[config.mk]
export PLATFORM = sky130hd
export DESIGN_NAME = audio_top
export DESIGN_NICKNAME = d
export VERILOG_FILES = /design/src/rtl/io_pkg.sv /design/src/rtl/audio_pkg.sv /design/src/rtl/io_bus_if.sv /design/src/rtl/io_decode.sv /design/src/rtl/audio_regs.sv /design/src/rtl/audio_mixer.sv /design/src/rtl/audio_top.sv
export SDC_FILE = /design/constraint.sdc
export NUM_CORES = 1
export LEC_CHECK = 0
export ABC_AREA = 1
export BUFFER_PORTS_ARGS = -buffer_cell sky130_fd_sc_hd__buf_2
export CORE_MARGIN = 3
export CORE_UTILIZATION = 50
export CTS_CLUSTER_SIZE = 8
export DETAILED_ROUTE_END_ITERATION = 10
export PLACE_DENSITY = 0.69
export SYNTH_ARGS = -nofsm -noshare
export SYNTH_HDL_FRONTEND = slang
export SYNTH_SLANG_ARGS = --single-unit
[constraint.sdc]
create_clock -name fclk -period 5.2 [get_ports fclk]
set_clock_uncertainty 0.2 [all_clocks]
set_input_delay 0.52 -clock fclk [delete_from_list [all_inputs] [get_ports fclk]]
set_output_delay 0.52 -clock fclk [all_outputs]
set_load 0.1 [all_outputs]
[src/rtl/io_pkg.sv]
`default_nettype none

package io_pkg;

  // CPU bus widths
  localparam int io_addr_w = 16;
  localparam int io_data_w = 8;

  // Beeper/tape port, only address bit 0 is decoded
  localparam logic [io_data_w-1:0] port_fe_lo = 8'hFE;

  // Covox port loads all four channels at once
  localparam logic [io_data_w-1:0] port_covox_all = 8'hFB;

  // Soundrive channel ports A to D
  localparam logic [io_data_w-1:0] port_sd_a = 8'h0F;
  localparam logic [io_data_w-1:0] port_sd_b = 8'h1F;
  localparam logic [io_data_w-1:0] port_sd_c = 8'h4F;
  localparam logic [io_data_w-1:0] port_sd_d = 8'h5F;

  // Bit positions inside port #FE
  localparam int fe_tape_out_bit = 3;
  localparam int fe_beeper_bit   = 4;
  localparam int fe_tape_in_bit  = 6;

endpackage

`default_nettype wire

[src/rtl/audio_pkg.sv]
`default_nettype none

package audio_pkg;

  // Width of each mixed output sample
  localparam int sample_w = 12;

  // Covox / Soundrive DAC channels
  localparam int covox_w  = 8;
  localparam int covox_ch = 4;

  // Channel weight x4
  localparam int covox_shift = 2;

  // Beeper bit adds this to both sides
  localparam int beeper_level = 256;

endpackage

`default_nettype wire

[src/rtl/io_bus_if.sv]
`default_nettype none

interface io_bus_if;
  import io_pkg::*;

  logic [io_data_w-1:0] port;
  logic [io_data_w-1:0] wdata;
  logic                 wr_stb;
  logic                 rd_act;
  logic                 dos;

  // Decoder side
  modport dec (
    output port,
    output wdata,
    output wr_stb,
    output rd_act,
    output dos
  );

  // Register block side
  modport regs (
    input port,
    input wdata,
    input wr_stb,
    input rd_act,
    input dos
  );

endinterface

`default_nettype wire

[src/rtl/io_decode.sv]
`default_nettype none

module io_decode (
  input  logic                         fclk,
  input  logic                         rst,
  input  logic [io_pkg::io_addr_w-1:0] addr,
  input  logic [io_pkg::io_data_w-1:0] din,
  input  logic                         iorq_n,
  input  logic                         rd_n,
  input  logic                         wr_n,
  input  logic                         dos,
  io_bus_if.dec                        bus
);
  import io_pkg::*;

  logic                 wr_req;
  logic                 rd_lvl;
  logic                 wr_seen;
  logic                 wr_stb_q;
  logic [io_data_w-1:0] wr_port;
  logic [io_data_w-1:0] wr_data;

  // Z80 I/O cycle levels
  assign wr_req = ~iorq_n & ~wr_n;
  assign rd_lvl = ~iorq_n & ~rd_n;

  // One strobe per write, rearmed once the write is seen gone
  always_ff @(posedge fclk) begin
    if (rst) begin
      wr_seen  <= 1'b0;
      wr_stb_q <= 1'b0;
    end else begin
      wr_seen  <= wr_req;
      wr_stb_q <= wr_req & ~wr_seen;
    end
  end

  // Port and data captured on the first sampled edge of the write
  always_ff @(posedge fclk) begin
    if (wr_req && !wr_seen) begin
      wr_port <= addr[io_data_w-1:0];
      wr_data <= din;
    end
  end

  // Reads see the live address, writes the captured one
  assign bus.port   = rd_lvl ? addr[io_data_w-1:0] : wr_port;
  assign bus.wdata  = wr_data;
  assign bus.wr_stb = wr_stb_q;
  assign bus.rd_act = rd_lvl;
  assign bus.dos    = dos;

  a_stb_single: assert property (
    @(posedge fclk) disable iff (rst)
    bus.wr_stb |=> !bus.wr_stb
  ) else $error("wr_stb held high for two cycles");

endmodule

`default_nettype wire

[src/rtl/audio_regs.sv]
`default_nettype none

module audio_regs (
  input  logic                         fclk,
  input  logic                         rst,
  io_bus_if.regs                       bus,
  input  logic                         tape_in,
  output logic [io_pkg::io_data_w-1:0] dout,
  output logic                         dout_en,
  output logic                         tape_out,
  output logic                         beeper,
  output logic [audio_pkg::covox_ch-1:0][audio_pkg::covox_w-1:0] covox
);
  import io_pkg::*;
  import audio_pkg::*;

  // Soundrive port per channel, A to D
  localparam logic [io_data_w-1:0] sd_port [covox_ch] = '{
    port_sd_a,
    port_sd_b,
    port_sd_c,
    port_sd_d
  };

  logic                                fe_hit;
  logic                                beeper_q;
  logic                                tape_out_q;
  logic [covox_ch-1:0][covox_w-1:0]    covox_q;
  logic [1:0]                          tape_sync;
  logic [io_data_w-1:0]                rd_word;

  // #FE answers on any even port
  assign fe_hit = bus.port[0] == port_fe_lo[0];

  // Only the beeper and tape bits of #FE are kept
  always_ff @(posedge fclk) begin
    if (rst) begin
      beeper_q   <= 1'b0;
      tape_out_q <= 1'b0;
    end else if (bus.wr_stb && fe_hit) begin
      beeper_q   <= bus.wdata[fe_beeper_bit];
      tape_out_q <= bus.wdata[fe_tape_out_bit];
    end
  end

  // DAC channels, locked out in DOS mode
  always_ff @(posedge fclk) begin
    if (rst) begin
      covox_q <= '0;
    end else if (bus.wr_stb && !bus.dos) begin
      for (int i = 0; i < covox_ch; i++) begin
        if (bus.port == port_covox_all || bus.port == sd_port[i]) begin
          covox_q[i] <= bus.wdata;
        end
      end
    end
  end

  // Tape input is asynchronous
  always_ff @(posedge fclk) begin
    tape_sync <= {tape_sync[0], tape_in};
  end

  always_comb begin
    rd_word                 = '1;
    rd_word[fe_tape_in_bit] = tape_sync[1];
  end

  // Idle bus reads as #FF
  assign dout_en = bus.rd_act & fe_hit;
  assign dout    = dout_en ? rd_word : '1;

  assign tape_out = tape_out_q;
  assign beeper   = beeper_q;
  assign covox    = covox_q;

  a_dos_lock: assert property (
    @(posedge fclk)
    $past(bus.dos) && !$past(rst) |-> $stable(covox_q)
  ) else $error("Covox register changed in DOS mode");

endmodule

`default_nettype wire

[src/rtl/audio_mixer.sv]
`default_nettype none

module audio_mixer #(
  parameter int SAMPLE_DIV = 8
) (
  input  logic                                                  fclk,
  input  logic                                                  rst,
  input  logic                                                  beeper,
  input  logic [audio_pkg::covox_ch-1:0][audio_pkg::covox_w-1:0] covox,
  output logic [audio_pkg::sample_w-1:0]                        sound_l,
  output logic [audio_pkg::sample_w-1:0]                        sound_r,
  output logic                                                  sample_valid
);
  import audio_pkg::*;

  localparam int cnt_w = $clog2(SAMPLE_DIV);
  // One spare bit so an overflow is visible
  localparam int sum_w = sample_w + 1;

  logic [cnt_w-1:0] div_cnt;
  logic             tick;
  logic [sum_w-1:0] mix_l;
  logic [sum_w-1:0] mix_r;

  // Two channels at x4 plus the beeper term
  function automatic logic [sum_w-1:0] mix_pair(
    input logic [covox_w-1:0] ch_a,
    input logic [covox_w-1:0] ch_b,
    input logic               bp
  );
    logic [sum_w-1:0] acc;
    acc = sum_w'(ch_a) << covox_shift;
    acc = acc + (sum_w'(ch_b) << covox_shift);
    if (bp) begin
      acc = acc + sum_w'(beeper_level);
    end
    return acc;
  endfunction

  // Sample rate enable
  assign tick = div_cnt == cnt_w'(SAMPLE_DIV - 1);

  always_ff @(posedge fclk) begin
    if (rst || tick) begin
      div_cnt <= '0;
    end else begin
      div_cnt <= div_cnt + 1'b1;
    end
  end

  // A and B go left, C and D right
  assign mix_l = mix_pair(covox[0], covox[1], beeper);
  assign mix_r = mix_pair(covox[2], covox[3], beeper);

  always_ff @(posedge fclk) begin
    if (rst) begin
      sound_l      <= '0;
      sound_r      <= '0;
      sample_valid <= 1'b0;
    end else begin
      sample_valid <= tick;
      if (tick) begin
        sound_l <= mix_l[sample_w-1:0];
        sound_r <= mix_r[sample_w-1:0];
      end
    end
  end

  a_sum_range: assert property (
    @(posedge fclk) disable iff (rst)
    !mix_l[sample_w] && !mix_r[sample_w]
  ) else $error("mixer sum out of sample range");

endmodule

`default_nettype wire

[src/rtl/audio_top.sv]
`default_nettype none

module audio_top #(
  parameter int SAMPLE_DIV = 8
) (
  input  logic                           fclk,
  input  logic                           rst,
  input  logic [io_pkg::io_addr_w-1:0]   addr,
  input  logic [io_pkg::io_data_w-1:0]   din,
  input  logic                           iorq_n,
  input  logic                           rd_n,
  input  logic                           wr_n,
  input  logic                           dos,
  input  logic                           tape_in,
  output logic [io_pkg::io_data_w-1:0]   dout,
  output logic                           dout_en,
  output logic                           tape_out,
  output logic [audio_pkg::sample_w-1:0] sound_l,
  output logic [audio_pkg::sample_w-1:0] sound_r,
  output logic                           sample_valid
);
  import audio_pkg::*;

  logic                             beeper;
  logic [covox_ch-1:0][covox_w-1:0] covox;

  io_bus_if bus ();

  io_decode u_decode (
    .fclk   (fclk),
    .rst    (rst),
    .addr   (addr),
    .din    (din),
    .iorq_n (iorq_n),
    .rd_n   (rd_n),
    .wr_n   (wr_n),
    .dos    (dos),
    .bus    (bus.dec)
  );

  audio_regs u_regs (
    .fclk     (fclk),
    .rst      (rst),
    .bus      (bus.regs),
    .tape_in  (tape_in),
    .dout     (dout),
    .dout_en  (dout_en),
    .tape_out (tape_out),
    .beeper   (beeper),
    .covox    (covox)
  );

  // Fixed rate sample output
  audio_mixer #(
    .SAMPLE_DIV (SAMPLE_DIV)
  ) u_mixer (
    .fclk         (fclk),
    .rst          (rst),
    .beeper       (beeper),
    .covox        (covox),
    .sound_l      (sound_l),
    .sound_r      (sound_r),
    .sample_valid (sample_valid)
  );

endmodule

`default_nettype wire

==> impl_metrics.tcl <==
set metrics [dict create \
    core-area_um2 7810 \
    critical_path.startpoint_type "primary input" \
    rsz_0062_raised_after_global_routing "no" \
    worstPathMaxFanout 35 \
    cts_made_buffers 9 \
    synth_seq_area_share 0.422 \
    status "complete, no violations" \
    route.final.wire_length_mm 7.80 \
    quantity_of_i_o_buffers_inserted_on_ports 46 \
    area_growth_syn_to_layout_pct 9.26 \
    ys_types 34 \
    initial_standard_cell_utilization_of_the_core 0.523 \
    synth.most_common_cell "nand2_1" \
    globalRouteOverflowTotal 0 \
    min_period_ns 2.60 \
    internal_dissipation_w 0.000882 \
    synth_area_um2 4080 \
    cts.root.buffer_cell "clkbuf_8" \
    arrival_ns 2.65 \
    routed_via_density 4.93 \
    ff2ff_setup_slack_ns 2.75 \
    share_of_total_power_consumed_by_net_switching 0.257 \
    reg2regPathDepth 15 \
    cts_buffer_depth 2 \
    ys_ff_latch 78 \
    rr_endpoint "u_mixer.sound_r[10]$_SDFFE_PP0P_" \
    min_path_type "in -> reg" \
    clkTransAtPathRegs_ns 0.08 \
    drcViolationCount 0 \
    ys_warn_count 0 \
    tritoncts "yes" \
    post_dp_cell_area_um2 4270 \
    timing.final.setup_violations 0 \
    worst-slew-pin-transition_ns 0.894 \
    finalHoldWorstSlack_ns 0.0788 \
    hold_path_startpoint "tape_in" \
    ctsHtreeMaxLevel 3 \
    cts_setup_buffers 0 \
    finalInstanceArea_um2 4460 \
    grt_start_max_net_pins 41 \
    detailed_place_hpwl_mm 5.74 \
    finalWeightedCongestion 0.841 \
    cts.hold.buffers_added 0 \
    synthArstFlopShare 0 \
    dieHeight_um 96.4 \
    final_nets 609 \
    via_count 3271 \
    die_x_um 96.4 \
    netlist.top_cell.by_area "dfxtp_1" \
    worst_hold_path.num_cells 1 \
    final.setup.tns_ns 0 \
    peakVddDrop_uv 188 \
    power_density_nw_per_um2 266 \
    drt_pass1_iterations 6 \
    finalHoldViolCount 0 \
    power_frac_comb 0.089 \
    leakage_nw 2.18 \
    seqPwrFrac 0.531 \
    finalMaxSlewViolations 0 \
    first_pass_grt_wire_length_mm 13.1 \
    worstSetupPathType "in -> reg" \
    synthFlopType "dfxtp_1" \
    wl_per_cell_um 11.8 \
    insertedDiodeCount 0 \
    synthCells 516 \
    yosysTopAreaCellShare 0.304 \
    avgSynthCellArea_um2 7.91 \
    netlist_top_cells_area "dfxtp_1 (30%), nand2_1 (13%), edfxtp_1 (12%)" \
    num_io_pins 66 \
    detailedRoute.firstIterationViolations 146 \
    clock_sinks 78 \
    worstSkewPairLatency_ns 0.35 \
    core.rowCount 32 \
    max_freq_mhz 384 \
    fp.dieArea_um2 9290 \
    cap_violations 0 \
    ctsResizeCount 0 \
    grt_antenna_before_repair 0 \
    timing.final.crit_share 0.500 \
    finish.utilization 0.571 \
    grt_util_all_layers 0.181 \
    worstHoldEndpoint "u_regs.tape_sync[0]$_DFF_P_" \
    total_switching_power_w 0.000305 \
    power.share.clock 0.380 \
    fillers 724 \
    number_of_enable_type_register_cells_in_the_synthesized_netlist 16 \
    yosys-top-cells-count "nand2_1 (142), dfxtp_1 (62), nor2_1 (49), nand3_1 (46), inv_1 (44)" \
    timing.critical_path.to_type "flip-flop" \
    timing.critical_path.required_ns 5.24 \
    timing.max_slew.rel_slack 0.400 \
    number_of_global_route_vias_before_repair 3011 \
    post_route_cells_drive_above_1_share 0.185 \
    r2r_path_start "u_regs.covox[24]$_SDFFE_PP0P_" \
    drt.antenna.violating_nets 0 \
]
state kept, by name (all words and copies together) (netlist names):
name / cells
u_mixer.sound_l: 10
u_decode.wr_seen: 1
u_regs.tape_sync: 2
u_decode.bus.wdata: 8
u_mixer.sound_r: 10
u_mixer.div_cnt: 3
u_regs.beeper: 1
u_decode.bus.wr_stb: 1
u_regs.covox: 32
u_mixer.sample_valid: 1
u_regs.tape_out: 1
u_decode.wr_port: 8
worst max path at each step:
stage,start,endpoint,cells after the start
6_report,rst,u_mixer.sound_l[2]$_SDFFE_PP0P_,5
5_1_grt,rst,u_mixer.sound_l[4]$_SDFFE_PP0P_,6
4_1_cts,rst,u_mixer.sound_l[2]$_SDFFE_PP0P_,5
3_5_place_dp,rst,u_mixer.sound_l[2]$_SDFFE_PP0P_,5
3_3_place_gp,rst,u_mixer.sound_l[2]$_SDFFE_PP0P_,5
2_1_floorplan,iorq_n,dout[6],5
layout make-up:
cell class                 instances  area [um2]  share of cell area
sequential                        78        1720               0.386
clock inverter                     4        47.5              0.0107
inverter                          46         173              0.0387
tap                              102         128              0.0286
clock buffer                      12         145              0.0325
multi-input combinational        372        1990               0.447
timing repair buffer              49         253              0.0567
layer usage:
metal	track usage	vias up	part of all wire	wire, um
li1	-	1723	-	-
met1	0.240	1476	0.48	3770
met2	0.289	62	0.46	3590
met3	0.0336	10	0.043	334
met4	0.0736	0	0.014	108
met5	0	-	0	0
worst max-delay path: stages:
cell and delay [ns]:
buf_2 0.12, clkinv_1 0.70, nand2_1 0.73, inv_1 0.31
a22o_1 0.25
layout by cell type (no fill, tap or decap), types with 11 or more instances in the layout:
cell	Yosys	final
a21oi_1	30	30
a21oi_2	23	23
buf_2	1	46
conb_1	2	11
dfxtp_1	62	62
edfxtp_1	16	16
ha_1	20	20
inv_1	44	44
nand2_1	142	142
nand3_1	46	46
nor2_1	49	48
o21ai_0	16	16
through the flow:
stage,instances,total power (W),setup slack [ns]
global placement,647,0.000749,2.28
detailed placement,647,0.000751,2.22
CTS,663,0.00120,2.60
global route,663,0.00123,2.40
floorplan,525,0.000736,1.30
finish,663,0.00119,2.60
power by group through the flow:
stage / combinational [W] / sequential, W / clock (W)
2_1_floorplan: 0.0000903 / 0.000646 / 0
3_3_place_gp: 0.000104 / 0.000645 / 0
3_5_place_dp: 0.000106 / 0.000645 / 0
4_1_cts: 0.000106 / 0.000631 / 0.000458
5_1_grt: 0.000116 / 0.000632 / 0.000484
6_report: 0.000106 / 0.000631 / 0.000451
cells by family after synthesis:
logic type	after synthesis	share of synthesized area
other	2	0.00184
buffers and inverters	75	0.101
AND/OR/NAND/NOR	255	0.268
XOR/XNOR	5	0.0107
adder cells (fa/ha/maj)	22	0.0711
flip-flops	78	0.422
AO/OA/AOI/OAI	79	0.125
Power figures use the tool's default switching activity.
